===== config.mk =====
export PLATFORM = sky130hd
export DESIGN_NAME = execute_unit
export DESIGN_NICKNAME = d
export VERILOG_FILES = /design/src/core_pkg.sv /design/src/execute_unit.sv
export SDC_FILE = /design/constraint.sdc
export NUM_CORES = 1
export LEC_CHECK = 0
export ABC_AREA = 1
export BUFFER_PORTS_ARGS = -buffer_cell sky130_fd_sc_hd__clkbuf_2
export CORE_MARGIN = 8
export CORE_UTILIZATION = 40
export CTS_CLUSTER_SIZE = 14
export DETAILED_ROUTE_END_ITERATION = 6
export PLACE_DENSITY = 0.65
export REMOVE_ABC_BUFFERS = 1
export SYNTH_ARGS = -nofsm -noshare
export SYNTH_HDL_FRONTEND = slang
export SYNTH_SLANG_ARGS = --single-unit

===== constraint.sdc =====
create_clock -name clk -period 6.22 [get_ports clk]
set_clock_uncertainty 0.1 [all_clocks]
set_input_delay 1.866 -clock clk [delete_from_list [all_inputs] [get_ports clk]]
set_output_delay 1.866 -clock clk [all_outputs]
set_load 0.05 [all_outputs]

===== src/core_pkg.sv =====
// Instruction set definitions for the three-stage integer core
// Opcodes, instruction field positions and register file size
package core_pkg;

  // Datapath and instruction word
  localparam int WORD_WIDTH = 32;

  // Register file
  localparam int REGISTER_INDEX_WIDTH = 3;
  localparam int REGISTER_COUNT = 8;

  // Field positions inside an instruction word
  localparam int OPCODE_WIDTH = 4;
  localparam int OPCODE_LSB = 28;
  localparam int RD_LSB = 25;
  localparam int RS1_LSB = 22;
  localparam int RS2_LSB = 19;

  // Immediate sits in the low bits, sign bit at IMM_WIDTH-1
  localparam int IMM_WIDTH = 16;

  // Eight instructions, no branches
  typedef enum logic [OPCODE_WIDTH-1:0] {
    OP_NOP  = 4'd0,
    OP_ADD  = 4'd1,
    OP_SUB  = 4'd2,
    OP_AND  = 4'd3,
    OP_ADDI = 4'd4,
    OP_LW   = 4'd5,
    OP_SW   = 4'd6,
    OP_HALT = 4'd7
  } opcode_e;

endpackage


===== src/execute_unit.sv =====
// Execute stage
// Decode, register file with forwarding from writeback, hazard stall and ALU
module execute_unit import core_pkg::*; (
  input  logic                            clk,
  input  logic                            arst_n,
  input  logic                            instr_valid,
  input  logic [WORD_WIDTH-1:0]           instr,
  output logic                            stall,
  input  logic                            mem_busy,
  input  logic                            wb_valid,
  input  logic [REGISTER_INDEX_WIDTH-1:0] wb_reg,
  input  logic [WORD_WIDTH-1:0]           wb_data,
  output logic                            ex_valid,
  output logic [WORD_WIDTH-1:0]           instruction_out,
  output logic [WORD_WIDTH-1:0]           extended_immediate_out,
  output logic [WORD_WIDTH-1:0]           alu_result_out,
  output logic [WORD_WIDTH-1:0]           store_data_out,
  output logic                            mem_to_reg_out,
  output logic                            reg_write_out,
  output logic [REGISTER_INDEX_WIDTH-1:0] destination_register_out
);

  opcode_e                         op;
  logic [REGISTER_INDEX_WIDTH-1:0] rd;
  logic [REGISTER_INDEX_WIDTH-1:0] rs1;
  logic [REGISTER_INDEX_WIDTH-1:0] rs2;
  logic [WORD_WIDTH-1:0]           imm_ext;
  logic                            uses_rs1;
  logic                            uses_rs2;
  logic                            writes_rd;
  logic [WORD_WIDTH-1:0]           regs [REGISTER_COUNT];
  logic [WORD_WIDTH-1:0]           src1;
  logic [WORD_WIDTH-1:0]           src2;
  logic [WORD_WIDTH-1:0]           alu_result;
  logic                            ex_writes;
  logic                            pend_q;
  logic [REGISTER_INDEX_WIDTH-1:0] pend_reg_q;
  logic                            hit1;
  logic                            hit2;

  // Field split
  assign op  = opcode_e'(instr[OPCODE_LSB +: OPCODE_WIDTH]);
  assign rd  = instr[RD_LSB +: REGISTER_INDEX_WIDTH];
  assign rs1 = instr[RS1_LSB +: REGISTER_INDEX_WIDTH];
  assign rs2 = instr[RS2_LSB +: REGISTER_INDEX_WIDTH];
  assign imm_ext = {{(WORD_WIDTH-IMM_WIDTH){instr[IMM_WIDTH-1]}}, instr[IMM_WIDTH-1:0]};

  // Operand usage and register write per opcode
  assign uses_rs1  = op inside {OP_ADD, OP_SUB, OP_AND, OP_ADDI, OP_LW, OP_SW};
  assign uses_rs2  = op inside {OP_ADD, OP_SUB, OP_AND, OP_SW};
  assign writes_rd = op inside {OP_ADD, OP_SUB, OP_AND, OP_ADDI, OP_LW};

  // r0 reads as zero, writeback value bypasses the file in its own cycle
  assign src1 = (rs1 == '0) ? '0 :
                (wb_valid && wb_reg == rs1) ? wb_data : regs[rs1];
  assign src2 = (rs2 == '0) ? '0 :
                (wb_valid && wb_reg == rs2) ? wb_data : regs[rs2];

  always_comb
  begin
    case (op)
      OP_ADD:                 alu_result = src1 + src2;
      OP_SUB:                 alu_result = src1 - src2;
      OP_AND:                 alu_result = src1 & src2;
      // Effective address for memory ops
      OP_ADDI, OP_LW, OP_SW:  alu_result = src1 + imm_ext;
      default:                alu_result = '0;
    endcase
  end

  // Producer still sitting in the output register
  assign ex_writes = ex_valid && reg_write_out && (destination_register_out != '0);

  // Producer in the memory stage, cleared by its writeback pulse
  assign hit1 = uses_rs1 && rs1 != '0 &&
                ((ex_writes && destination_register_out == rs1) ||
                 (pend_q && pend_reg_q == rs1 && !(wb_valid && wb_reg == rs1)));
  assign hit2 = uses_rs2 && rs2 != '0 &&
                ((ex_writes && destination_register_out == rs2) ||
                 (pend_q && pend_reg_q == rs2 && !(wb_valid && wb_reg == rs2)));

  assign stall = mem_busy || (instr_valid && (hit1 || hit2));

  always_ff @(posedge clk or negedge arst_n)
  begin
    if (!arst_n)
    begin
      for (int i = 0; i < REGISTER_COUNT; i++)
        regs[i] <= '0;
      ex_valid       <= 1'b0;
      mem_to_reg_out <= 1'b0;
      reg_write_out  <= 1'b0;
      pend_q         <= 1'b0;
      pend_reg_q     <= '0;
    end
    else
    begin
      if (wb_valid && wb_reg != '0)
        regs[wb_reg] <= wb_data;
      // Memory stage takes the output register whenever it is free
      if (!mem_busy)
        ex_valid <= instr_valid && !stall;
      if (!stall)
      begin
        mem_to_reg_out <= (op == OP_LW);
        reg_write_out  <= writes_rd;
      end
      // Track the destination handed over to the memory stage
      if (ex_valid && !mem_busy)
      begin
        pend_q     <= ex_writes;
        pend_reg_q <= destination_register_out;
      end
      else if (wb_valid)
        pend_q <= 1'b0;
    end
  end

  // Payload to the memory stage
  always_ff @(posedge clk)
  begin
    if (!stall)
    begin
      instruction_out          <= instr;
      extended_immediate_out   <= imm_ext;
      alu_result_out           <= alu_result;
      store_data_out           <= src2;
      destination_register_out <= rd;
    end
  end

endmodule


# Word level (Yosys, flattened, before mapping)
# Cells that the tools add are included.
# op_classes
n_bitwise,4
reduce_logical,38
mux,16
eq_ne,12
n_addsub,3
magnitude_cmp,4
# ops
op,n
2-to-1 mux 32 bit,9
bitwise mux 256 bit,1
binary-select mux 32 bit (select 3 bit),2
one-hot mux 32 bit (4 select lines),1
demux 32 bit (select 3 bit),1
adder 32 bit,2
AND 32 bit,1
subtractor 32 bit,1
logical AND 1 bit,19
equality test 3 bit,6
equality test 4 x 3 -> 1 bit (second input constant),3
>= comparator 4 bit (second input constant),3
inverter 3 -> 4 bit,3
nonzero test 3 bit,4
equality test 4 x 2 -> 1 bit (second input constant),2
zero test 3 bit,2
nonzero test 6 bit,1
nonzero test 5 bit,1
equality test 4 x 1 -> 1 bit (second input constant),1
zero test 1 bit,4
logical OR 1 bit,4
less-than comparator 4 x 1 -> 1 bit (second input constant),1
nonzero test 4 bit,1
OR reduction 3 bit,1
other kinds (2),3
# totals
out_inout_bits,135
in_bits,72
register_bits,378
elab_cells,95

# Longest topological paths before layout
# depth
depth_word,11
mapped_depth,37

# Worst setup path before layout
# OpenSTA, ideal clock, no wires.
# synth_path
path_type,input to register
startpoint,input port instr[20]
endpoint,register reg_write_out
arrival_time_ps,5814
slack_ps,230
path_buffers,3
path_stages,16
setup_ps,77
required_ps,6043
path_cell_list,buf_6 nand2_1 nand2_2 nor2_8 nand2_2 buf_6 buf_2 o2111ai_1 o41ai_1 o211ai_1 nand2_1 nand2_1 nand2_1 inv_1 o21ai_0 nand2_1
# synth_between
elab_chain_len,9
# synth_rtl
item,line,rtl
"start, declared",execute_unit.sv:7,"input logic [WORD_WIDTH-1:0] instr,"
equality test 3 bit,execute_unit.sv:80,(pend_q && pend_reg_q == rs2 && !(wb_valid && wb_reg == rs2)));
logical AND 1 bit,execute_unit.sv:80,
zero test 1 bit,execute_unit.sv:80,
logical AND 1 bit,execute_unit.sv:80,
logical OR 1 bit,execute_unit.sv:79,((ex_writes && destination_register_out == rs2) ||
logical AND 1 bit *,execute_unit.sv:78,assign hit2 = uses_rs2 && rs2 != '0 &&
logical OR 1 bit *,execute_unit.sv:82,assign stall = mem_busy || (instr_valid && (hit1 || hit2));
logical AND 1 bit *,execute_unit.sv:82,
logical OR 1 bit *,execute_unit.sv:82,
net stall,execute_unit.sv:8,"output logic stall,"
"end signal, assigned",execute_unit.sv:106,reg_write_out <= writes_rd;
"end, declared",execute_unit.sv:19,"output logic reg_write_out,"
# Mark *: on every way through the listed nets, which the timed path passes. The rest lies on a longest branch.
# A chain may end at the register's enable or synchronous reset.

# Worst setup path after layout
# layout_path
startpoint,input port instr[24]
endpoint,"register alu_result_out[21], data pin"
# layout_between
elab_chain_len,8
# layout_rtl
item,line,rtl
inverter 3 -> 4 bit (not written as such),execute_unit.sv:55,(wb_valid && wb_reg == rs1) ? wb_data : regs[rs1];
binary-select mux 32 bit (select 3 bit),execute_unit.sv:55,
2-to-1 mux 32 bit (not written as such) (2 in a row),execute_unit.sv:55,
2-to-1 mux 32 bit,execute_unit.sv:55,
2-to-1 mux 32 bit *,execute_unit.sv:54,assign src1 = (rs1 == '0) ? '0 :
adder 32 bit (tied with other cells),execute_unit.sv:66,"OP_ADDI, OP_LW, OP_SW: alu_result = src1 + imm_ext;"
one-hot mux 32 bit (4 select lines) *,execute_unit.sv:61,case (op)
"end signal, assigned",execute_unit.sv:126,alu_result_out <= alu_result;
"end, declared",execute_unit.sv:16,"output logic [WORD_WIDTH-1:0] alu_result_out,"
# Every way passes the cells marked *; elsewhere a longest branch is shown, timed or not. The select of a mux whose other input is x is not followed.

==> out/metrics.csv <==
metric,value,unit
CTS H-tree depth,2,
number of nets in the layout,3197,
Async SR Flop Fraction,70.64,%
Post-Syn Area,20200,um2
Clock Latency Late Sink,0.58,ns
worst slew pin tran,0.8640,ns
DR WL/cell,19.35,um
worst min-delay path class,reg -> reg,
DRC Markers,3,
Placed Cells,3725,
diodes inserted,0,
synthesized instance count,2739,
drt first pass iters,7,
post-synth top area share,28.62,%
Syn-to-layout area delta,22.99,%
clk buf depth,3,
min Tclk post-route,5.906,ns
Peak Freq,169.3,MHz
Synth area leaders,"dfrtp_1, nand2_1, edfxtp_1",
CTS tree,built,
global-route wire length before repair,113600,um
RSZ-0062 raised after global routing,false,
failing checks,design-rule violations,
largest area contributor in the netlist,dfrtp_1,
"Clk pin slew, worst setup/hold paths",0.06,ns
vias in the first global route,19910,
final worst slack,0.3142,ns
Max Slew Vio Count,0,
Critical Path End Type,register,
yosys warns,0,
initial DRC count,2279,
initial cell density of the core,40.42,%
Worst setup SP type,input port,
Vias/cell,5.434,
setup violators final,0,
worst-path fanout max,19,
IO buf count,206,
final hold violations,0,
sequential fraction of the synthesis area,42.89,%
CTS Buf Count,37,
Pwr Density,319.7,nW/um2
die footprint,57940,um2
worst path required time,6.42,ns
Leak,12.47,nW
slew margin rel.,42.40,%
share of post-route cells with drive strength above 1,21.47,%
Total GRT Usage,24.90,%
Yosys reg bits,327,
Rows,82,
Max VDD drop,0.1686,mV
pre-CTS setup slack,-0.2331,ns
chip width,240.7,um
CTS Sinks,327,
via count,20600,
"antenna viol nets, final",0,
"non-filler cells, final",3792,
critical path arrival,6.10,ns
RePlAce Congestion,0.9343,
status,finished with violations,
syn_area_per_cell,7.374,um2
crit path kind,in -> reg,
Final HPWL DP,52750,um
gr ovfl total,0,
DRT Wirelength,73390,um
fin crit share,94.95,%
core area,49970,um2
# Max-Cap Violations,0,
"Top FF cell, synth",dfrtp_1,
die height,240.7,um
Filler cells,4874,
root cell of the clock tree,clkbuf_16,
Synth cell types,52,
antenna violations before repair,0,
largest net degree at the start of global routing,105,
I/O pin cnt,207,
number of enable flip-flop cells after synthesis,96,
==> worst max-delay path, stage by stage <==
cell       delay (ns)
clkbuf_2         0.20
buf_12           0.22
nor3_1           0.48
inv_2            0.13
buf_12           0.17
o2111ai_1        0.18
a21oi_1          0.08
o21ai_0          0.26
inv_1            0.23
ha_1             0.34
nand3_1          0.08
nand3_1          0.10
a21oi_1          0.19
o21ai_0          0.15
nand2_1          0.09
nand2_1          0.10
nand2_1          0.08
nand2_1          0.08
a21boi_0         0.32
inv_1            0.08
a21o_1           0.20
or2_2            0.27
nand3_1          0.06
nand2_1          0.11
==> cell usage in the layout (no fill, tap or decap), drive strengths merged, types with 30 or more instances in the layout <==
cell      n
o21ai   380
buf     288
nor2     98
a21oi   108
edfxtp   96
or2      31
o22ai    30
nand2   859
clkbuf  252
inv     339
ha       32
nand3   184
dfrtp   231
==> cell families after synthesis <==
| family | share of synthesized area (%) |
|---|---|
| simple gates | 24.84 |
| fa+ha+maj | 2.082 |
| buf+inv | 11.13 |
| xor+xnor | 0.7806 |
| flops | 42.89 |
| compound gates | 18.28 |
==> flip-flops by register name, summed over array words and instances (netlist names) <==
name                      flops
alu_result_out               32
destination_register_out      2
ex_valid                      1
instruction_out              30
mem_to_reg_out                1
pend_q                        1
pend_reg_q                    3
reg_write_out                 1
regs                        224
store_data_out               32
==> routing by layer <==
metal / track usage, % / part of all wire (%) / vias to the layer above
met1: 32.21 / 41 / 9670
met3: 5.560 / 10 / 187
li1: - / - / 9677
met5: 0 / 0 / -
met4: 9.982 / 3.7 / 0
met2: 40.20 / 45 / 1070
==> where the power goes <==
part | switching, mW | internal [mW]
sequential | 0.235 | 2.60
combinational | 1.63 | 0.978
clock | 0.959 | 1.54
==> final timing paths <==
check,from,to,slack (ns),cells after the start
worst min register to register,regs[166],regs[166],0.39,2
max in group asynchronous,arst_n,regs[20],3.71,2
worst max-delay path,instr[24],alu_result_out[21],0.31,24
min in group asynchronous,arst_n,regs[131],1.25,1
worst min-delay path,regs[166],regs[166],0.39,2
worst max register to register,regs[192],alu_result_out[31],1.64,29
==> synth_stat cells, types with 11 or more instances <==
cell         n
or2_2       31
ha_1        32
o21ai_1     18
dfrtp_1    231
buf_2       21
nand3_1    182
buf_4       44
nand2_1    836
o22ai_1     30
o21ai_0    359
inv_2       25
edfxtp_1    96
a22oi_1     11
nand2_2     23
nor3_1      11
inv_1      309
o2111ai_1   15
clkbuf_1    91
a21oi_1    107
a31oi_1     17
o211ai_1    21
buf_6       16
nor2_1      82
a211oi_1    15
==> cell type report <==
| type | instances | area, um2 | area share (%) |
|---|---|---|---|
| inverters | 336 | 1264 | 5.087 |
| multi-input cells | 1897 | 9318 | 37.51 |
| clock buffers | 47 | 1056 | 4.251 |
| well taps | 672 | 840.8 | 3.385 |
| repair buffers | 493 | 3383 | 13.62 |
| flip-flops and latches | 327 | 8663 | 34.88 |
| clock inverters | 20 | 315.3 | 1.269 |
==> metrics by stage <==
| stage | instance area, um2 | util (%) | power (mW) | TNS [ns] | hold slack (ns) |
|---|---|---|---|---|---|
| after floorplan | 19210 | - | 4.341 | -162.19 | 0.3530 |
| after global placement | 23470 | 46.97 | 5.379 | -0.5488 | 0.3682 |
| after detailed placement | 23470 | 46.97 | 5.429 | -0.7411 | 0.3737 |
| after CTS | 24840 | 49.71 | 7.936 | 0 | 0.3887 |
| after global routing | 24840 | 49.71 | 8.343 | 0 | 0.4094 |
| final | 24840 | 49.71 | 7.942 | 0 | 0.3862 |
==> timing repair <==
action	in CTS	in global routing
endpoints found under the setup margin	0	2
resized for setup	0	1
buffers inserted	0	0
hold buffers	0	0
(Power assumes the default switching activity.)
