**src/core_pkg.sv**
```systemverilog
// Instruction set definitions for the three-stage integer core
// Opcodes, instruction field positions and register file size
package core_pkg;

  // Datapath and instruction word
  localparam int WORD_WIDTH = 32;

  // Register file
  localparam int REGISTER_INDEX_WIDTH = 3;
  localparam int REGISTER_COUNT = 8;

  // Field positions inside an instruction word
  localparam int OPCODE_WIDTH = 4;
  localparam int OPCODE_LSB = 28;
  localparam int RD_LSB = 25;
  localparam int RS1_LSB = 22;
  localparam int RS2_LSB = 19;

  // Immediate sits in the low bits, sign bit at IMM_WIDTH-1
  localparam int IMM_WIDTH = 16;

  // Eight instructions, no branches
  typedef enum logic [OPCODE_WIDTH-1:0] {
    OP_NOP  = 4'd0,
    OP_ADD  = 4'd1,
    OP_SUB  = 4'd2,
    OP_AND  = 4'd3,
    OP_ADDI = 4'd4,
    OP_LW   = 4'd5,
    OP_SW   = 4'd6,
    OP_HALT = 4'd7
  } opcode_e;

endpackage

```
**src/mem_pkg.sv**
```systemverilog
// Memory system definitions
// Unified word memory geometry and arbiter ownership codes
package mem_pkg;

  // Word addressed, low address bits of a computed value
  localparam int ADDR_WIDTH = 8;
  localparam int DATA_WIDTH = 32;
  localparam int MEM_DEPTH = 256;

  // Who got the memory on the previous cycle
  typedef enum logic [1:0] {
    OWN_NONE  = 2'd0,
    OWN_LOAD  = 2'd1,
    OWN_DATA  = 2'd2,
    OWN_FETCH = 2'd3
  } owner_e;

endpackage

```
**src/mem_port_if.sv**
```systemverilog
// One requester's port onto the shared memory arbiter
// Level request, pulsed grant, read data one cycle after grant
interface mem_port_if import mem_pkg::*; ();

  // Requester side
  logic                  req;
  logic                  we;
  logic [ADDR_WIDTH-1:0] addr;
  logic [DATA_WIDTH-1:0] wdata;

  // Arbiter side
  logic                  gnt;
  logic                  rvalid;
  logic [DATA_WIDTH-1:0] rdata;

  modport requester (
    output req, we, addr, wdata,
    input  gnt, rvalid, rdata
  );

  modport arbiter (
    input  req, we, addr, wdata,
    output gnt, rvalid, rdata
  );

endinterface

```
**src/fetch_unit.sv**
```systemverilog
// Instruction fetch stage
// Reads one word per request at the PC, holds it while execute stalls
module fetch_unit import core_pkg::*; import mem_pkg::*; (
  input  logic                  clk,
  input  logic                  arst_n,
  input  logic                  run,
  input  logic                  stall,
  mem_port_if.requester         mem,
  output logic                  instr_valid,
  output logic [WORD_WIDTH-1:0] instr
);

  logic [ADDR_WIDTH-1:0] pc;
  logic                  hold_valid;
  logic [WORD_WIDTH-1:0] hold_instr;
  logic                  halt_seen;
  logic                  fetched_halt;

  // HALT word arriving from memory this cycle
  assign fetched_halt = mem.rvalid &&
    (opcode_e'(mem.rdata[OPCODE_LSB +: OPCODE_WIDTH]) == OP_HALT);

  // Read only; one access in flight and no new one while an instruction waits
  assign mem.req   = run && !halt_seen && !mem.rvalid && !hold_valid;
  assign mem.we    = 1'b0;
  assign mem.addr  = pc;
  assign mem.wdata = '0;

  // Fresh data goes straight through, held copy takes over on a stall
  assign instr_valid = hold_valid || mem.rvalid;
  assign instr       = hold_valid ? hold_instr : mem.rdata;

  always_ff @(posedge clk or negedge arst_n)
  begin
    if (!arst_n)
    begin
      pc         <= '0;
      hold_valid <= 1'b0;
      halt_seen  <= 1'b0;
    end
    else
    begin
      // Advance once the access is granted
      if (mem.gnt)
        pc <= pc + 1'b1;
      // Keep the word until execute accepts it
      if (mem.rvalid && stall)
        hold_valid <= 1'b1;
      else if (!stall)
        hold_valid <= 1'b0;
      if (fetched_halt)
        halt_seen <= 1'b1;
    end
  end

  // Payload capture
  always_ff @(posedge clk)
  begin
    if (mem.rvalid)
      hold_instr <= mem.rdata;
  end

endmodule

```
**src/flat_wrapper.sv**
```systemverilog
// flat-port wrapper written by rule: the top's interface ports become plain ports
module fetch_unit_flat import core_pkg::*; import mem_pkg::*;
  (clk, arst_n, run, stall, instr_valid, instr, mem_req, mem_we, mem_addr, mem_wdata, mem_gnt, mem_rvalid, mem_rdata);
  mem_port_if mem_i ();
  input  logic clk;
  input  logic arst_n;
  input  logic run;
  input  logic stall;
  output logic instr_valid;
  output logic [WORD_WIDTH-1:0] instr;
  output wire logic [$bits(mem_i.req)-1:0] mem_req;
  output wire logic [$bits(mem_i.we)-1:0] mem_we;
  output wire logic [$bits(mem_i.addr)-1:0] mem_addr;
  output wire logic [$bits(mem_i.wdata)-1:0] mem_wdata;
  input wire logic [$bits(mem_i.gnt)-1:0] mem_gnt;
  input wire logic [$bits(mem_i.rvalid)-1:0] mem_rvalid;
  input wire logic [$bits(mem_i.rdata)-1:0] mem_rdata;
  assign mem_req = mem_i.req;
  assign mem_we = mem_i.we;
  assign mem_addr = mem_i.addr;
  assign mem_wdata = mem_i.wdata;
  assign mem_i.gnt = mem_gnt;
  assign mem_i.rvalid = mem_rvalid;
  assign mem_i.rdata = mem_rdata;
  fetch_unit u_core (.clk(clk), .arst_n(arst_n), .run(run), .stall(stall), .mem(mem_i), .instr_valid(instr_valid), .instr(instr));
endmodule
```
**config.mk**
```make
export PLATFORM = sky130hd
export DESIGN_NAME = fetch_unit_flat
export DESIGN_NICKNAME = d
export VERILOG_FILES = /design/src/core_pkg.sv /design/src/mem_pkg.sv /design/src/mem_port_if.sv /design/src/fetch_unit.sv /design/src/flat_wrapper.sv
export SDC_FILE = /design/constraint.sdc
export NUM_CORES = 1
export LEC_CHECK = 0
export CAP_MARGIN = 10
export CORE_MARGIN = 2
export CORE_UTILIZATION = 55
export DETAILED_ROUTE_END_ITERATION = 7
export DONT_BUFFER_PORTS = 1
export MAX_ROUTING_LAYER = met4
export PLACE_DENSITY = 0.7
export SLEW_MARGIN = 10
export SYNTH_ARGS = -nofsm -noshare
export SYNTH_HDL_FRONTEND = slang
export SYNTH_SLANG_ARGS = --single-unit
```
**constraint.sdc**
```tcl
create_clock -name clk -period 1.2 [get_ports clk]
set_input_delay 0.24 -clock clk [delete_from_list [all_inputs] [get_ports clk]]
set_output_delay 0.24 -clock clk [all_outputs]
set_load 0.005 [all_outputs]
```
# Yosys cells after proc, flatten, opt, wreduce, memory -nomap -nowiden
# Index checks and enable logic that the tools add are counted.
totals:
  latch_bits: 0
  input_bits: 38
  wordCells: 19
  memories: 0
  out_inout_bits: 75
  ff_bits: 42
  mem_bits_ro: 0
  ram_bits: 0
classes:
  mul: 0
  n_mux: 3
  n_reduce_logical: 9
  n_addsub: 1
  n_bitwise: 0
  div_mod_pow: 0
  order_cmp: 0
  n_shift: 0
  n_eq_ne: 2
op_table:
  columns: ["operator", "n"]
  rows:
  - ["$mux 32", 1]
  - ["$add 8x1->8 const B", 1]
  - ["$logic_and 1x1->1", 5]
  - ["$eq 4x3->1 const B", 1]
  - ["$logic_not 1->1", 3]
  - ["$mux 1", 2]
  - ["$ne 2x1->1 const B", 1]
  - ["$logic_or 1x1->1", 1]

# Logic depth before layout (Yosys ltp)
# Gate-level depths: netlist (run 1).
logic_depth:
  word_depth: 4
  ltp_mapped: 4
  ltp_nobuf: 4

# Worst setup path before layout (run 1)
# No wires, ideal clock.
synth_timing:
  path_kind: "flip-flop to output port"
  from: "register u_core.hold_valid"
  to: "output port instr[10]"
  slack_ns: 0.041
  stages_incl_launch_ff: 4
  required_time_ns: 0.960
  n_path_buf: 2
  arrival_ns: 0.919
  cell_sequence: "dfrtp_1 buf_6 buf_6 mux2_4"
synth_via:
  elab_chain_cells: 1
synth_lines:
  columns: ["element", "line_no", "source"]
  rows:
  - ["start: declaration", "fetch_unit.sv:14", "logic hold_valid;"]
  - ["start signal: assignment", "fetch_unit.sv:38", "hold_valid <= 1'b0;"]
  - ["start signal: assignment", "fetch_unit.sv:48", "hold_valid <= 1'b1;"]
  - ["start signal: assignment", "fetch_unit.sv:50", "hold_valid <= 1'b0;"]
  - ["$mux 32", "fetch_unit.sv:31", "assign instr = hold_valid ? hold_instr : mem.rdata;"]
  - ["end: declaration", "flat_wrapper.sv:10", "output logic [WORD_WIDTH-1:0] instr;"]
# No other way between the ends.

# Final worst setup path (run 1)
layout_timing:
  from: "register u_core.hold_valid"
  to: "output port instr[30]"
# Same word-level chain as after synthesis.

==> results of run 1 <==
==> power by group through the flow <==
stage | Clock [mW] | Sequential [mW] | Combinational [mW]
after global placement | 0 | 1.98 | 0.564
after global routing | 1.20 | 1.99 | 0.679
after floorplan | 0 | 1.98 | 0.517
final | 1.08 | 1.97 | 0.607
after CTS | 1.12 | 1.96 | 0.596
after detailed placement | 0 | 1.99 | 0.585
==> stage by stage <==
stage	utilization, %	cells	worst slack (ns)	TNS [ns]	total power, mW
5_1_grt	60.8	193	-0.352	-11.18	3.87
4_1_cts	59.8	192	-0.356	-9.91	3.69
3_3_place_gp	56.5	183	-0.00835	-0.0131	2.54
6_report	60.8	193	-0.298	-9.32	3.65
2_1_floorplan	-	167	0.0407	0	2.50
3_5_place_dp	56.5	183	-0.0319	-0.0523	2.58
==> state kept, by name (all words and copies together), names as in the netlist <==
signal and cells:
u_core.hold_instr 32, u_core.mem.addr 8, u_core.halt_seen 1, u_core.hold_valid 1
==> worst max path at each step <==
| stage | start | end | slack [ns] |
|---|---|---|---|
| 6_report | u_core.hold_valid | instr[30] | -0.30 |
| 2_1_floorplan | u_core.hold_valid | instr[10] | 0.04 |
| 5_1_grt | u_core.hold_valid | instr[6] | -0.35 |
| 3_5_place_dp | u_core.hold_valid | instr[0] | -0.03 |
| 4_1_cts | u_core.hold_valid | instr[0] | -0.36 |
| 3_3_place_gp | u_core.hold_valid | instr[0] | -0.008 |
==> Yosys cell counts (2+ instances only) <==
| library cell | number | share of area, % |
|---|---|---|
| nor2_1 | 2 | 0.35 |
| xor2_1 | 4 | 1.6 |
| buf_6 | 4 | 2.1 |
| buf_4 | 33 | 11 |
| mux2_4 | 30 | 21 |
| nand2_1 | 2 | 0.35 |
| mux2_2 | 3 | 1.6 |
| dfrtp_1 | 10 | 12 |
| edfxtp_1 | 32 | 44 |
| nand4_1 | 4 | 1.2 |
| xnor2_1 | 3 | 1.2 |
==> kinds of logic (layout without fill, tap and decap cells) <==
group                    Yosys count  after routing  share of synthesized area [%]
buffers and inverters             37             15                           13.6
multiplexers                      33             33                           22.4
flip-flops                        42             42                           56.1
other                              1             33                          0.174
XOR/XNOR                           7              7                           2.84
AND/OR/NAND/NOR                   13             13                           4.00
AO/OA/AOI/OAI                      1              1                          0.348
adder cells (fa/ha/maj)            1              1                          0.579
==> routing by layer <==
layer | vias to the layer above | GRT usage, % | routed length, um
met4 | 0 | 6.89 | 54
met5 | - | - | 0
met3 | 7 | 5.91 | 375
met2 | 73 | 25.5 | 1720
li1 | 431 | - | -
met1 | 479 | 16.3 | 1210
==> what timing repair did <==
| action | 4_1_cts | 5_1_grt |
|---|---|---|
| hold endpoints to repair | 10 | 0 |
| hold buffers | 1 | 0 |
| pin swaps | 2 | 0 |
| cloned | 0 | 1 |
| setup endpoints to repair | 34 | 34 |
| resized for setup | 1 | 3 |
==> area by class of cell <==
cell class	instances	share of cell area [%]
Clock inverter	2	1.66
Tap cell	48	2.66
Timing Repair Buffer	7	3.93
Sequential cell	42	53.6
Clock buffer	6	3.21
Multi-Input combinational cell	88	34.9
==> run summary, run 1 <==
status: finished with violations
violations in the final reports: setup timing
CTS H-tree depth: 2
hold path start: mem_gnt
number of DRC violations after detailed-routing iteration 0: 43
Design Area, Final: 0.00226 mm^2
Row Count: 22
Switching Power: 0.895 mW
clock network power share: 29.5%
setup slack, reg-to-reg: 0.09 ns
Async SR Flop Fraction: 23.8%
buffer type at the clock tree root: clkbuf_8
max cap viols: 0
die boundary height: 66.7 um
worst-path maximum fanout: 13
FF-to-FF Start: u_core.hold_valid
Via-to-Cell Ratio: 5.13
total gr overflow: 0
Net Sw Frac: 24.5%
layout-stage area growth over the synthesis result: 4.69%
fraction of the cycle the final worst path needs: 125%
ys flop type: edfxtp_1
end of the worst hold path: u_core.mem.addr[0]
total length of routed wires: 3360 um
quantity of I/O buffers inserted on ports: 0
Data arrival, critical path: 1.26 ns
Fin Clk Skew: 0.00595 ns
clock transition at the registers of the reported paths: 0.08 ns
leading cell type in the layout, fill and taps excluded: conb_1
total inserted antenna cells: 0
number of storage elements in the synthesis netlist: 42
Critical Path Sink Type: primary output
Yosys warnings: 0
Worst Reg2Reg Path Length in Cells: 3
internal power: 2.76 mW
cell area reported after detailed placement: 0.00210 mm^2
leakage power figure: 0.962 nW
maximum root-to-sink buffer count: 2
relative contribution of combinational cells to total power: 16.6%
routed length per instance: 17.4 um
Post-CTS Setup Repair Bufs: 0
setup-violating endpoint count in the final report: 34
cell family with the largest share of critical-path delay: flip-flops
number of search-and-repair iterations in the first detailed-routing pass: 4
number of filler instances in the final layout: 299
fraction of layout instances using a drive strength above 1: 35.2%
clock tree from TritonCTS: yes
number of clock sinks: 42
total clock buffers created by CTS: 5
Sequential Area: 0.00121 mm^2
clock period minus worst slack: 1.50 ns
GRT Overall Usage: 15.4%
number of enable flip-flop cells after synthesis: 32
global-route wire length before repair: 4760 um
clock latency on the worst-skew pair: 0.29 ns
largest net degree at the start of global routing: 35
netlist area before placement: 0.00216 mm^2
initial antenna violation count: 0
Crit Path Category: flip-flop to primary output
Post-layout nets: 183
maximum clock frequency: 0.667 GHz
fin worst setup slack: -0.298 ns
number of cells produced by synthesis: 135
commonest cells after routing, fill and taps aside: conb_1 (33), mux2_4 (32), edfxtp_1 (32)
Die Wd: 66.7 um
Unique masters post-synth: 19
post-route worst hold slack: 0.0262 ns
type of element launching the critical path: flip-flop
fraction of power consumed by sequential logic: 53.9%
cell at the slowest stage of the critical path: dfrtp_2
worst-path cell chain: clkbuf_16 -> mux2_4
Final Wtd Congestion: 0.643
count of final hold-check violations: 0
Post-Syn Area per Cell: 16.0 um^2
class of the most critical hold timing path: input port to flip-flop
required time reported for the critical path endpoint: 0.96 ns
Routed Antenna Nets: 0
Slew Limit Fails: 0
DIE AREA: 0.00444 mm^2
CP max stage delay: 0.45 ns
depth of the worst hold-timing path: 1
unrepaired setup endpoints after global routing: yes
Residual DRC: 0
CP Buf/Inv Count: 1
Placeable Area: 0.00372 mm^2
part of the Yosys area used for sequential elements: 56.1%
Max rail drop VDD: 1.01 mV
count of pins on the block boundary: 113
Multi-input gate area: 790 um^2
vias in the first global route: 933
starting density of the core: 58.1%
total number of vias: 990
post-detailed-placement half-perimeter wirelength: 2460 um
Crit. path cell count: 2
power density relative to cell area: 1620 mW/mm^2
worst reg2reg endpoint: u_core.hold_valid
No activity file was read; power rests on OpenSTA's default activity.
==> inputs of run 2 (changes only) <==
--- a/config.mk
+++ b/config.mk
@@ -6,6 +6,7 @@
 export NUM_CORES = 1
 export LEC_CHECK = 0
 export CAP_MARGIN = 10
+export CORE_ASPECT_RATIO = 1.2
 export CORE_MARGIN = 2
 export CORE_UTILIZATION = 55
 export DETAILED_ROUTE_END_ITERATION = 7
==> run summary, run 2 (synthesized netlist as in run 1, its figures left out) <==
maximum root-to-sink buffer count: 2 (unchanged)
Max rail drop VDD: 1.24 mV (+22%)
unrepaired setup endpoints after global routing: yes
largest register by flop count: u_core.hold_instr
clock transition at the registers of the reported paths: 0.07 ns (about the same)
type of element launching the critical path: flip-flop
count of pins on the block boundary: 113 (unchanged)
max cap viols: 0 (unchanged)
CTS H-tree depth: 2 (unchanged)
Row Count: 24 (+9.1%)
clock period minus worst slack: 1.50 ns (+0.00547 ns)
global-route wire length before repair: 4660 um (-2.0%)
Slew Limit Fails: 0 (unchanged)
total length of routed wires: 3380 um (+0.60%)
Net Sw Frac: 23.9% (-0.64 points)
buffer type at the clock tree root: clkbuf_8
commonest cells after routing, fill and taps aside: conb_1 (33), edfxtp_1 (32), mux2_4 (31)
required time reported for the critical path endpoint: 0.96 ns (about the same)
fin worst setup slack: -0.304 ns (-0.00546 ns)
layout-stage area growth over the synthesis result: 5.10%
relative contribution of combinational cells to total power: 16.8% (+0.2 points)
total inserted antenna cells: 0 (unchanged)
Via-to-Cell Ratio: 4.85 (-5.5%)
clock latency on the worst-skew pair: 0.28 ns (about the same)
Data arrival, critical path: 1.26 ns (about the same)
Critical Path Sink Type: primary output
internal power: 2.73 mW (-0.90%)
total number of vias: 960 (-3.0%)
worst-path maximum fanout: 13 (unchanged)
number of DRC violations after detailed-routing iteration 0: 34 (-21%)
clock tree from TritonCTS: yes
final standard cell count with taps included and fillers excluded: 198 (+2.6%)
power density relative to cell area: 1580 mW/mm^2 (-2.1%)
setup-violating endpoint count in the final report: 34 (unchanged)
violations in the final reports: setup timing
leading cell type in the layout, fill and taps excluded: conb_1
starting density of the core: 58.5% (+0.35 points)
Post-layout nets: 184 (+0.55%)
Fin Clk Skew: 0.00653 ns (+0.000574 ns)
DIE AREA: 0.00445 mm^2 (about the same)
number of search-and-repair iterations in the first detailed-routing pass: 4 (unchanged)
cell area reported after detailed placement: 0.00212 mm^2 (+1.2%)
post-detailed-placement half-perimeter wirelength: 2660 um (+8.2%)
cell count after placement: 188 (+2.7%)
Die Wd: 61.2 um (-8.2%)
Residual DRC: 0 (unchanged)
Routed Antenna Nets: 0 (unchanged)
total clock buffers created by CTS: 5 (unchanged)
maximum clock frequency: 0.665 GHz (-0.36%)
fraction of the cycle the final worst path needs: 125% (+0.46 points)
Placeable Area: 0.00369 mm^2 (-0.61%)
vias in the first global route: 978 (+4.8%)
count of final hold-check violations: 0 (unchanged)
Design Area, Final: 0.00227 mm^2 (+0.39%)
largest net degree at the start of global routing: 35 (unchanged)
clock network power share: 28.4% (-1.1 points)
status: finished with violations
Crit Path Category: flip-flop to primary output
quantity of I/O buffers inserted on ports: 0 (unchanged)
die boundary height: 72.6 um (+9.0%)
routed length per instance: 17.1 um (-1.9%)
initial antenna violation count: 0 (unchanged)
power after layout: 3.59 mW (-1.7%)
leakage power figure: 0.967 nW (+0.48%)
fraction of power consumed by sequential logic: 54.8% (+0.9 points)
number of clock sinks: 42 (unchanged)
GRT Overall Usage: 15.0% (-0.41 points)
Switching Power: 0.857 mW (-4.3%)
Final Wtd Congestion: 0.669 (+4.1%)
total gr overflow: 0 (unchanged)
fraction of layout instances using a drive strength above 1: 35.6% (+0.44 points)
class of the most critical hold timing path: input port to flip-flop
number of filler instances in the final layout: 286 (-4.3%)
max FFs per register: 32 (unchanged)
-- run 2: cell count changes in the layout (fill, tap and decap cells not counted) --
cell / before / now
buf_12: 1 / 2
buf_6: 1 / 2
bufinv_16: 1 / 0
clkbuf_8: 5 / 6
clkinvlp_4: 1 / 0
mux2_2: 1 / 2
mux2_4: 32 / 31
-- run 2: critical path: stages (launching register included) --
cell and delay (ns):
dfrtp_2 0.47, buf_12 0.19, mux2_4 0.32
-- run 2: metal layers --
layer,share of wire [%],GRT usage [%],up-vias
met1,34,15.7,472
met5,0,-,-
li1,-,-,431
met3,11,6.21,2
met4,0.71,5.80,0
met2,54,24.6,55
-- run 2: final cells by class --
cell class	count	area, um^2	share of cell area (%)
flip-flops and latches	42	1210	53.4
multi-input cells	88	786	34.6
clock buffers	8	111	4.91
repair buffers	8	95.1	4.19
well taps	52	65.1	2.87
-- run 2: power by group through the flow --
stage                     registers [mW]  logic [mW]  clock network [mW]
after floorplan                     1.98       0.517                   0
after global placement              1.99       0.569                   0
after detailed placement            1.99       0.597                   0
after CTS                           1.97       0.613                1.05
after global routing                2.00       0.676                1.11
final                               1.97       0.602                1.02
-- run 2: through the flow --
stage               setup TNS (ns)  util (%)  hold WS, ns  setup WS, ns
CTS                         -10.26      61.4       0.0329        -0.321
detailed placement          -0.146      57.5      -0.0554       -0.0254
floorplan                        0         -      -0.0556        0.0407
finish                       -9.71      61.4       0.0453        -0.304
global route                -11.28      61.4       0.0305        -0.358
global placement          -0.00451      57.5      -0.0553      -0.00451
-- run 2: final timing paths --
path | start | endpoint | slack (ns) | cells after the start
setup / recovery | u_core.hold_valid | instr[19] | -0.30 | 2
hold / removal | mem_gnt | u_core.mem.addr[0] | 0.05 | 1
setup reg to reg | u_core.hold_valid | u_core.hold_valid | 0.07 | 3
hold reg to reg | u_core.mem.addr[7] | u_core.mem.addr[7] | 0.52 | 1
max in group asynchronous | arst_n | u_core.hold_valid | 0.55 | 1
min in group asynchronous | arst_n | u_core.mem.addr[7] | 0.33 | 1
-- run 2: what timing repair did --
item	4_1_cts	5_1_grt
pin swaps	1	2
setup endpoints to repair	34	34
buffers inserted	1	0
endpoints found under the hold margin	10	0
gates cloned	0	0
resized for setup	4	0
hold buffers	1	0
