**config.mk**
```make
export PLATFORM = sky130hd
export DESIGN_NAME = memory_registers_flat
export DESIGN_NICKNAME = d
export VERILOG_FILES = /design/src/core_pkg.sv /design/src/mem_pkg.sv /design/src/mem_port_if.sv /design/src/memory_registers.sv /design/src/flat_wrapper.sv
export SDC_FILE = /design/constraint.sdc
export NUM_CORES = 1
export LEC_CHECK = 0
export ABC_AREA = 1
export BUFFER_PORTS_ARGS = -buffer_cell sky130_fd_sc_hd__buf_2
export CAP_MARGIN = 25
export CORE_MARGIN = 2
export CORE_UTILIZATION = 45
export DETAILED_ROUTE_END_ITERATION = 8
export PLACE_DENSITY_LB_ADDON = 0.25
export SETUP_SLACK_MARGIN = 0.2
export SLEW_MARGIN = 10
export SYNTH_ARGS = -nofsm -noshare
export SYNTH_HDL_FRONTEND = slang
export SYNTH_SLANG_ARGS = --single-unit
export TNS_END_PERCENT = 30
```
**constraint.sdc**
```tcl
create_clock -name clk -period 4.4 [get_ports clk]
set_clock_uncertainty 0.05 [all_clocks]
set_input_delay 1.1 -clock clk [delete_from_list [all_inputs] [get_ports clk]]
set_output_delay 1.1 -clock clk [all_outputs]
set_load 0.02 [all_outputs]
```
**src/core_pkg.sv**
```systemverilog
// Instruction set definitions for the three-stage integer core
// Opcodes, instruction field positions and register file size
package core_pkg;

  // Datapath and instruction word
  localparam int WORD_WIDTH = 32;

  // Register file
  localparam int REGISTER_INDEX_WIDTH = 3;
  localparam int REGISTER_COUNT = 8;

  // Field positions inside an instruction word
  localparam int OPCODE_WIDTH = 4;
  localparam int OPCODE_LSB = 28;
  localparam int RD_LSB = 25;
  localparam int RS1_LSB = 22;
  localparam int RS2_LSB = 19;

  // Immediate sits in the low bits, sign bit at IMM_WIDTH-1
  localparam int IMM_WIDTH = 16;

  // Eight instructions, no branches
  typedef enum logic [OPCODE_WIDTH-1:0] {
    OP_NOP  = 4'd0,
    OP_ADD  = 4'd1,
    OP_SUB  = 4'd2,
    OP_AND  = 4'd3,
    OP_ADDI = 4'd4,
    OP_LW   = 4'd5,
    OP_SW   = 4'd6,
    OP_HALT = 4'd7
  } opcode_e;

endpackage

```
**src/mem_pkg.sv**
```systemverilog
// Memory system definitions
// Unified word memory geometry and arbiter ownership codes
package mem_pkg;

  // Word addressed, low address bits of a computed value
  localparam int ADDR_WIDTH = 8;
  localparam int DATA_WIDTH = 32;
  localparam int MEM_DEPTH = 256;

  // Who got the memory on the previous cycle
  typedef enum logic [1:0] {
    OWN_NONE  = 2'd0,
    OWN_LOAD  = 2'd1,
    OWN_DATA  = 2'd2,
    OWN_FETCH = 2'd3
  } owner_e;

endpackage

```
**src/mem_port_if.sv**
```systemverilog
// One requester's port onto the shared memory arbiter
// Level request, pulsed grant, read data one cycle after grant
interface mem_port_if import mem_pkg::*; ();

  // Requester side
  logic                  req;
  logic                  we;
  logic [ADDR_WIDTH-1:0] addr;
  logic [DATA_WIDTH-1:0] wdata;

  // Arbiter side
  logic                  gnt;
  logic                  rvalid;
  logic [DATA_WIDTH-1:0] rdata;

  modport requester (
    output req, we, addr, wdata,
    input  gnt, rvalid, rdata
  );

  modport arbiter (
    input  req, we, addr, wdata,
    output gnt, rvalid, rdata
  );

endinterface

```
**src/memory_registers.sv**
```systemverilog
// Memory stage register bank
// Holds one instruction from execute, runs its load or store, drives writeback
module memory_registers import core_pkg::*; import mem_pkg::*; (
  input  logic                            clk,
  input  logic                            arst_n,
  input  logic                            ex_valid,
  input  logic [WORD_WIDTH-1:0]           instruction_in,
  input  logic [WORD_WIDTH-1:0]           extended_immediate_in,
  input  logic [WORD_WIDTH-1:0]           alu_result_in,
  input  logic [WORD_WIDTH-1:0]           store_data_in,
  input  logic                            mem_to_reg_in,
  input  logic                            reg_write_in,
  input  logic [REGISTER_INDEX_WIDTH-1:0] destination_register_in,
  mem_port_if.requester                   mem,
  output logic                            mem_busy,
  output logic                            wb_valid,
  output logic [REGISTER_INDEX_WIDTH-1:0] wb_reg,
  output logic [WORD_WIDTH-1:0]           wb_data,
  output logic                            halted
);

  logic                            valid_q;
  logic                            mem_to_reg_q;
  logic                            reg_write_q;
  logic                            wait_q;
  logic [WORD_WIDTH-1:0]           instruction_q;
  logic [WORD_WIDTH-1:0]           alu_result_q;
  logic [WORD_WIDTH-1:0]           store_data_q;
  logic [REGISTER_INDEX_WIDTH-1:0] dest_q;
  opcode_e                         op_q;
  logic                            is_store;
  logic                            done;

  assign op_q     = opcode_e'(instruction_q[OPCODE_LSB +: OPCODE_WIDTH]);
  assign is_store = (op_q == OP_SW);

  // Data port request at the ALU result address until granted
  assign mem.req   = valid_q && (mem_to_reg_q || is_store) && !wait_q;
  assign mem.we    = is_store;
  assign mem.addr  = alu_result_q[ADDR_WIDTH-1:0];
  assign mem.wdata = store_data_q;

  // Loads end on read data, stores at grant, the rest right away
  assign done = valid_q && (mem_to_reg_q ? mem.rvalid :
                           is_store     ? mem.gnt    : 1'b1);

  assign mem_busy = valid_q;

  always_ff @(posedge clk or negedge arst_n)
  begin
    if (!arst_n)
    begin
      valid_q      <= 1'b0;
      mem_to_reg_q <= 1'b0;
      reg_write_q  <= 1'b0;
      wait_q       <= 1'b0;
      wb_valid     <= 1'b0;
      halted       <= 1'b0;
    end
    else
    begin
      if (!valid_q)
      begin
        valid_q      <= ex_valid;
        mem_to_reg_q <= mem_to_reg_in;
        reg_write_q  <= reg_write_in;
      end
      else if (done)
        valid_q <= 1'b0;
      // Read granted so data is due next cycle
      if (mem.gnt && mem_to_reg_q)
        wait_q <= 1'b1;
      else if (mem.rvalid)
        wait_q <= 1'b0;
      // r0 writes are dropped here
      wb_valid <= done && reg_write_q && (dest_q != '0);
      if (valid_q && op_q == OP_HALT)
        halted <= 1'b1;
    end
  end

  // Bank payload and writeback data
  always_ff @(posedge clk)
  begin
    if (!valid_q)
    begin
      instruction_q <= instruction_in;
      alu_result_q  <= alu_result_in;
      store_data_q  <= store_data_in;
      dest_q        <= destination_register_in;
    end
    if (done)
    begin
      wb_reg  <= dest_q;
      // Loaded word, else ALU result
      wb_data <= mem_to_reg_q ? mem.rdata : alu_result_q;
    end
  end

endmodule

```
**src/flat_wrapper.sv**
```systemverilog
// flat-port wrapper written by rule: the top's interface ports become plain ports
module memory_registers_flat import core_pkg::*; import mem_pkg::*;
  (clk, arst_n, ex_valid, instruction_in, extended_immediate_in, alu_result_in, store_data_in, mem_to_reg_in, reg_write_in, destination_register_in, mem_busy, wb_valid, wb_reg, wb_data, halted, mem_req, mem_we, mem_addr, mem_wdata, mem_gnt, mem_rvalid, mem_rdata);
  mem_port_if mem_i ();
  input  logic clk;
  input  logic arst_n;
  input  logic ex_valid;
  input  logic [WORD_WIDTH-1:0] instruction_in;
  input  logic [WORD_WIDTH-1:0] extended_immediate_in;
  input  logic [WORD_WIDTH-1:0] alu_result_in;
  input  logic [WORD_WIDTH-1:0] store_data_in;
  input  logic mem_to_reg_in;
  input  logic reg_write_in;
  input  logic [REGISTER_INDEX_WIDTH-1:0] destination_register_in;
  output logic mem_busy;
  output logic wb_valid;
  output logic [REGISTER_INDEX_WIDTH-1:0] wb_reg;
  output logic [WORD_WIDTH-1:0] wb_data;
  output logic halted;
  output wire logic [$bits(mem_i.req)-1:0] mem_req;
  output wire logic [$bits(mem_i.we)-1:0] mem_we;
  output wire logic [$bits(mem_i.addr)-1:0] mem_addr;
  output wire logic [$bits(mem_i.wdata)-1:0] mem_wdata;
  input wire logic [$bits(mem_i.gnt)-1:0] mem_gnt;
  input wire logic [$bits(mem_i.rvalid)-1:0] mem_rvalid;
  input wire logic [$bits(mem_i.rdata)-1:0] mem_rdata;
  assign mem_req = mem_i.req;
  assign mem_we = mem_i.we;
  assign mem_addr = mem_i.addr;
  assign mem_wdata = mem_i.wdata;
  assign mem_i.gnt = mem_gnt;
  assign mem_i.rvalid = mem_rvalid;
  assign mem_i.rdata = mem_rdata;
  memory_registers u_core (.clk(clk), .arst_n(arst_n), .ex_valid(ex_valid), .instruction_in(instruction_in), .extended_immediate_in(extended_immediate_in), .alu_result_in(alu_result_in), .store_data_in(store_data_in), .mem_to_reg_in(mem_to_reg_in), .reg_write_in(reg_write_in), .destination_register_in(destination_register_in), .mem(mem_i), .mem_busy(mem_busy), .wb_valid(wb_valid), .wb_reg(wb_reg), .wb_data(wb_data), .halted(halted));
endmodule
```
# Yosys cells after proc, flatten, opt, wreduce, memory -nomap -nowiden
# Cells that the tools add are included.
dict set report totals {
  out_inout_bits 80
  word_cells 32
  inputBits 170
  regBits 140
}
dict set report op_classes {
  mux 7
  n_reduce_logical 11
  eq_ne 2
}
# operator n
set op_table {}
lappend op_table {{32-bit two-way mux} 1}
lappend op_table {{4-bit by 3-bit equality test with 1-bit output, second input constant} 2}
lappend op_table {{1-bit logical AND} 7}
lappend op_table {{1-bit two-way mux} 6}
lappend op_table {{3-bit nonzero test} 1}
lappend op_table {{2-bit nonzero test} 1}
lappend op_table {{1-bit zero test} 1}
lappend op_table {{1-bit logical OR} 1}

# Longest topological paths before layout
# Gate-level depths: netlist (run 1).
dict set report logic_depth {
  word_depth 6
  mapped_depth 6
  depth_no_buf 5
}

# Least setup slack after synthesis (run 1)
# Ideal clock, no wire load.
dict set report synth_path {
  path_kind {register -> register}
  startpoint {reg u_core.valid_q (netlist: u_core.mem_busy)}
  endpoint {reg u_core.wb_data[0], enable pin}
  synth_period_minus_slack_ns 2.468
  path_stages_with_launch 5
  required_ns 3.960
  slack_ns 1.932
  arrival_ns 2.028
  setup_ns 0.390
  n_path_buf 0
  path_cell_list {dfrtp_1 inv_2 nor2_2 nand2_1 inv_1}
}
dict set report synth_between {
  elab_chain_cells 1
}
# item line_no
set synth_rtl {}
lappend synth_rtl {{start, declared} memory_registers.sv:22} ;# logic valid_q;
lappend synth_rtl {{start signal, assigned} memory_registers.sv:64} ;# valid_q <= ex_valid;
lappend synth_rtl {{1-bit logical AND} memory_registers.sv:44} ;# assign done = valid_q && (mem_to_reg_q ? mem.rvalid :
lappend synth_rtl {{end signal, assigned} memory_registers.sv:96} ;# wb_data <= mem_to_reg_q ? mem.rdata : alu_result_q;
lappend synth_rtl {{end, declared} memory_registers.sv:18} ;# output logic [WORD_WIDTH-1:0] wb_data,
# No other way between the ends.
# A chain may end at the register's enable or synchronous reset.

# Final worst setup path (run 1)
dict set report layout_path {
  startpoint {reg u_core.mem_to_reg_q}
  endpoint {out mem_req}
}
dict set report layout_between {
  elab_chain_cells 3
}
# item line_no
set layout_rtl {}
lappend layout_rtl {{start, declared} memory_registers.sv:23} ;# logic mem_to_reg_q;
lappend layout_rtl {{start signal, assigned} memory_registers.sv:65} ;# mem_to_reg_q <= mem_to_reg_in;
lappend layout_rtl {{1-bit logical OR} memory_registers.sv:38} ;# assign mem.req = valid_q && (mem_to_reg_q || is_store) && !wait_q;
lappend layout_rtl {{1-bit logical AND (2 in series)} memory_registers.sv:38}
lappend layout_rtl {{end, declared} flat_wrapper.sv:20} ;# output wire logic [$bits(mem_i.req)-1:0] mem_req;
# No other way between the ends.

==> results.toml, run 1 <==
[status]
status = "completed"

[worst_hold_path]
min_path_type = "reg -> reg"
holdPathStages = 0

[setup_path]
arrival_ns = 1.74
worst_r2r_path_depth = 6
critPathMaxFanout = 35
critPathLaunchType = "flip-flop"
worst-setup-path-type = "reg -> out"
cp_data_required_time_ns = 3.25
critical_path.endpoint_type = "primary output"

[power]
ir_worst_vdd_mv = 0.413
total_leakage_power_uw = 0.00235
p_per_area_nw_per_um2 = 716

[logic_synthesis]
synth_nets = 424
ys_types = 16
syn_inst = 254
seq_area_frac_synth_pct = 84.4
netlist.area_leader.share_pct = 80.6
synthTopCellsByArea = "edfxtp_1 81%, nand2_1 9.9%, dfrtp_1 3.8%, buf_4 2.3%, inv_1 0.48%"
synth.avg_cell_area_um2 = 15.5
synth.largest_area_cell = "edfxtp_1"
yosys_warnings = 0
ys_ff_latch = 112
synth_area_um2 = 3950

[clock_network]
cts_tree = "yes"
cts-root-buf = "clkbuf_8"
clk_path_buf_depth = 2
cts_setup_buffers = 0
cts_resized = 0
cts_buffers = 9
clk_pin_slew_ns = 0.10
hold_buffers = 0
clk-insertion-delay-late_ns = 0.36
cts_max_level = 3
cts_num_sinks = 112

[placement]
place_congestion = 0.801
dp_slack_ns = 1.61
dp_hpwl_mm = 5.37
place_area_um2 = 4940
portBuffers = 189

[cells_and_area]
diodes = 0
finish.utilization_pct = 60.1
fin_nets = 612
postLayoutCellArea_um2 = 5160
area_delta_synth_final_pct = 30.8
drive_gt1_share_pct = 47.4
multiInputGateArea_um2 = 473
layout.area.seq_um2 = 3330
n_fill_cell = 703

[grt]
grt_pass1_wl_mm = 11.9
antenna_found_initial = 2
gr-usage-all-layers_pct = 16.4
grt.overflow.total = 0
grt_max_degree = 76
grt_pass1_vias = 2578

[timing]
fin_crit_ns = 2.89
hold_violations = 0
slew_viol_final = 0
worst_pin_slew_ns = 0.950
setup-tns-final_ns = 0
rsz0062_at_grt = "false"
setup_slack_ns = 1.51
max_freq_ghz = 0.346
hold_ws_ns = 0.404
slew_headroom_pct = 36.6
min_period_over_period_pct = 65.7
finalSetupViolCount = 0

[routing]
dr.pass1.iters = 5
totalWireLength_mm = 7.66
antenna_left = 0
avgViaCountPerCell = 4.60
drcViolationCount = 0
wire_per_inst_um = 13.8
drt-initial-drc-count = 102
dr_total_vias = 2553

[floorplan]
design.die.area_um2 = 9540
core_area_um2 = 8590
initial_core_util_pct = 46.0
pin_count = 250
die_y_um = 97.7
rows = 34
die_w_um = 97.7

[job]
maxCapViolations = 0
-- Yosys cell counts, drive strengths merged --
cell type  number
edfxtp        106
nand2         104
buf            15
inv             7
nor2            7
dfrtp           6
o21ai           3
a21oi           2
nand3           2
o21bai          1
or2             1
-- metrics by stage --
step / cells / power, uW
final: 555 / 3700
after global placement: 539 / 3050
after detailed placement: 539 / 3080
after floorplan: 254 / 2670
after global routing: 555 / 3920
after CTS: 555 / 3750
-- cells in the final DEF, fill, tap and decap left out, drive strengths merged, types with 3 or more instances in the layout --
cell and count:
buf 192, dfrtp 6, clkbuf 9, edfxtp 106
o21ai 3, nand2 104, inv 11, nor2 7
-- kinds of logic after synthesis --
kind of cell | count (synthesis) | synth area share [%]
AO/OA/AOI/OAI | 6 | 0.824
buffers and inverters | 22 | 3.61
flip-flops | 112 | 84.4
AND/OR/NAND/NOR | 114 | 11.2
-- cell type report --
class	count	area share [%]
Sequential cell	112	64.6
Clock buffer	9	2.40
Clock inverter	7	1.91
Inverter	7	0.606
Multi-Input combinational cell	120	9.16
Tap cell	108	2.62
Timing Repair Buffer	192	18.8
-- critical path, cell delays in order, from the launching register on --
cell	delay [ns]
dfrtp_1	0.76
inv_6	0.24
a21oi_1	0.20
buf_2	0.18
-- worst paths after layout --
path / start / endpoint / slack, ns
max in group asynchronous: arst_n / u_core.mem_busy / 3.65
worst min-delay path: u_core.dest_q[2] / u_core.wb_reg[2] / 0.40
worst max-delay path: u_core.mem_to_reg_q / mem_req / 1.51
min in group asynchronous: arst_n / u_core.halted / 0.49
worst max register to register: u_core.mem_to_reg_q / u_core.wb_data[6] / 1.75
worst min register to register: u_core.dest_q[2] / u_core.wb_reg[2] / 0.40
-- report_power, final --
| group | switching [uW] | leakage [uW] | internal (uW) |
|---|---|---|---|
| logic | 859 | 0.00113 | 325 |
| registers | 124 | 0.00111 | 1720 |
| clock network | 345 | 0.000113 | 327 |
-- layer usage --
| layer | global-route usage (%) | vias to the layer above | wire length (um) |
|---|---|---|---|
| met1 | 19.6 | 1164 | 2950 |
| li1 | - | 1238 | - |
| met4 | 6.62 | 2 | 126 |
| met3 | 7.05 | 12 | 918 |
| met2 | 26.2 | 137 | 3650 |
| met5 | 0 | - | 13 |
Note: power is estimated with default switching activity, not from simulation.
==> inputs of run 2 (changes only) <==
--- a/config.mk
+++ b/config.mk
@@ -5,11 +5,11 @@
 export SDC_FILE = /design/constraint.sdc
 export NUM_CORES = 1
 export LEC_CHECK = 0
-export ABC_AREA = 1
+export ABC_AREA = 0
 export BUFFER_PORTS_ARGS = -buffer_cell sky130_fd_sc_hd__buf_2
 export CAP_MARGIN = 25
 export CORE_MARGIN = 2
-export CORE_UTILIZATION = 45
+export CORE_UTILIZATION = 43
 export DETAILED_ROUTE_END_ITERATION = 8
 export PLACE_DENSITY_LB_ADDON = 0.25
 export SETUP_SLACK_MARGIN = 0.2
==> constraint.sdc (replaced) <==
create_clock -name clk -period 2.7 [get_ports clk]
set_clock_uncertainty 0.05 [all_clocks]
set_input_delay 0.675 -clock clk [delete_from_list [all_inputs] [get_ports clk]]
set_output_delay 0.675 -clock clk [all_outputs]
set_load 0.02 [all_outputs]
==> run 2 against run 1 <==
  * Final area rose by 1.3%
  * Utilization fell by 3.2 points
  * Synthesized area up 2.5%
  * Sequential share of layout area down 0.77 points
  * Largest cell class unchanged
  * Count of clock-buffer cells in the layout increased by 2
  * Critical path type unchanged
  * Non-clock buffer count stayed put
  * Global-route usage is 1.7 points lower
  * Power is 58% higher
  * Synthesized cell count decreased by 31%
  * Largest power group unchanged
  * Sequential cell count stayed put
  * Critical path depth rose by 1
  * Register-to-register slack worse by 0.85 ns
==> results.toml, run 2 <==
[grt]
top_usage_layer = "met2"
met1_usage_pct = 15.6
grt_use_met2_pct = 24.6
antenna_found_initial = 1
gr-usage-all-layers_pct = 14.7
grt_pass1_wl_mm = 11.1
grt_max_degree = 73
grt_pass1_vias = 2199
grt.overflow.total = 0
grt_use_met3_pct = 8.18

[placement]
place_area_um2 = 5060
dp_hpwl_mm = 5.60
post-place-cells = 466
place_congestion = 0.759
portBuffers = 189

[setup_path]
cp_data_required_time_ns = 1.98
r2r_end = "u_core.wb_data[27]"
critPathMaxFanout = 3
r2r_start = "u_core.instruction_q[29]"
worst-setup-path-type = "reg -> out"
arrival_ns = 1.45
slowest_stage = "edfxtp_1"
cpPeakStageDelay_ns = 0.40
rrSetupSlack_ns = 0.90
worstPathCellList = "and4bb_2 -> nor2_1 -> nor3_4 -> buf_2"
worst_r2r_path_depth = 4
critical_path.endpoint_type = "primary output"
critPathLaunchType = "flip-flop"

[power]
p_sw_share_pct = 33.7
total_leakage_power_uw = 0.00225
p_int_uw = 3870
combPwrFrac_pct = 34.7
power_frac_seq_pct = 50.3
power_frac_clock_pct = 15.0
p_per_area_nw_per_um2 = 1120
p_sw_uw = 1970
finalPower_uw = 5830
ir_worst_vdd_mv = 0.524

[timing]
hold_violations = 0
slew_headroom_pct = 42.6
hold_ws_ns = 0.0684
max_freq_ghz = 0.459
finalSetupViolCount = 0
fin_crit_ns = 2.18
rsz0062_at_grt = "false"
slew_viol_final = 0
min_period_over_period_pct = 80.7
worst_pin_slew_ns = 0.861

[routing]
dr_total_vias = 2224
avgViaCountPerCell = 4.61
totalWireLength_mm = 7.51
dr.pass1.iters = 4
drcViolationCount = 0
drt-initial-drc-count = 75
wire_per_inst_um = 15.6
antenna_left = 0

[floorplan]
initial_core_util_pct = 44.0
core_area_um2 = 9200
design.die.area_um2 = 10200
rows = 35
die_y_um = 101
pin_count = 250
die_w_um = 101

[logic_synthesis]
synth_edf_count = 106
ys_types = 21
synth.avg_cell_area_um2 = 23.1
syn_inst = 175
ys_ff_latch = 112
synth.largest_area_cell = "edfxtp_1"
yosys_warnings = 0
netlist.area_leader.share_pct = 78.7
synth_nets = 345
ys.flop_type = "edfxtp_1"
synth_common_cells = "106 x edfxtp_1, 27 x mux2_4, 8 x buf_4"
synth_area_um2 = 4050
synthTopCellsByArea = "edfxtp_1 79%, mux2_4 10%, dfrtp_1 3.7%, mux2_2 1.9%, buf_4 1.5%"
synth.most_common_cell = "edfxtp_1"
postSynth.asyncResetShare_pct = 5.36
seq_area_frac_synth_pct = 82.4

[clock_network]
cts_num_sinks = 112
clk_pin_slew_ns = 0.11
cts_setup_buffers = 0
cts_max_level = 3
clk_path_buf_depth = 2
hold_buffers = 0
cts_resized = 0
clk-insertion-delay-late_ns = 0.35
cts_tree = "yes"
cts_buffers = 9
cts-root-buf = "clkbuf_8"

[status]
status = "completed"

[cells_and_area]
diodes = 0
drive_gt1_share_pct = 66.6
postLayoutCellArea_um2 = 5230
layout.area.seq_um2 = 3340
multiInputGateArea_um2 = 592
final_common_cell = "buf_2"
final_cell_mix = "189 x buf_2, 106 x edfxtp_1, 27 x mux2_4"
n_fill_cell = 739
fin_nets = 536
area_delta_synth_final_pct = 29.3
final_cells = 482

[worst_hold_path]
min_path_type = "in -> async"

[job]
maxCapViolations = 0
[run 2: cell families (layout without fill, tap and decap cells)]
family,Yosys count,count (layout),share of synthesized area [%]
AO/OA/AOI/OAI,4,4,0.711
buffers and inverters,14,210,3.31
AND/OR/NAND/NOR,11,11,1.64
flip-flops,112,112,82.4
multiplexers,34,34,12.0
[run 2: power by group through the flow]
stage / clock network [uW] / logic, uW / registers, uW
6_report: 876 / 2020 / 2940
5_1_grt: 976 / 2170 / 3010
4_1_cts: 914 / 2060 / 2940
3_5_place_dp: 0 / 2060 / 2980
3_3_place_gp: 0 / 2040 / 2960
2_1_floorplan: 0 / 978 / 3490
[run 2: layout make-up]
class / count / share of cell area [%]
Timing Repair Buffer: 192 / 18.8
Sequential cell: 112 / 63.8
Multi-Input combinational cell: 49 / 11.3
Clock inverter: 5 / 0.766
Inverter: 2 / 0.215
Clock buffer: 11 / 2.51
Tap cell: 111 / 2.66
[run 2: worst max-delay path by stage]
stage | from | to | cells past startpoint
after CTS | u_core.instruction_q[28] | mem_req | 4
after global placement | mem_rvalid | u_core.wb_data[25] | 4
after detailed placement | mem_gnt | u_core.wb_data[26] | 5
final | u_core.instruction_q[28] | mem_req | 4
after global routing | u_core.instruction_q[28] | mem_req | 4
after floorplan | u_core.mem_busy | mem_req | 2
[run 2: through the flow]
step           util, %  TNS (ns)  worst slack, ns
4_1_cts           56.9         0            0.496
6_report          56.9         0            0.522
3_3_place_gp      55.0         0            0.741
3_5_place_dp      55.0         0            0.719
5_1_grt           56.9         0            0.439
2_1_floorplan        -  -0.00197         -0.00197
[run 2: critical path, delay by kind of cell (launching register included)]
| family | cells | cell delay [ns] |
|---|---|---|
| and+or+nand+nor | 3 | 0.52 |
| DFF | 1 | 0.40 |
| buffers and inverters | 1 | 0.19 |
[run 2: routing by layer]
layer | wire, um | up-vias
li1 | - | 1053
met3 | 966 | 12
met5 | 11 | -
met1 | 2730 | 1028
met2 | 3690 | 129
met4 | 111 | 2
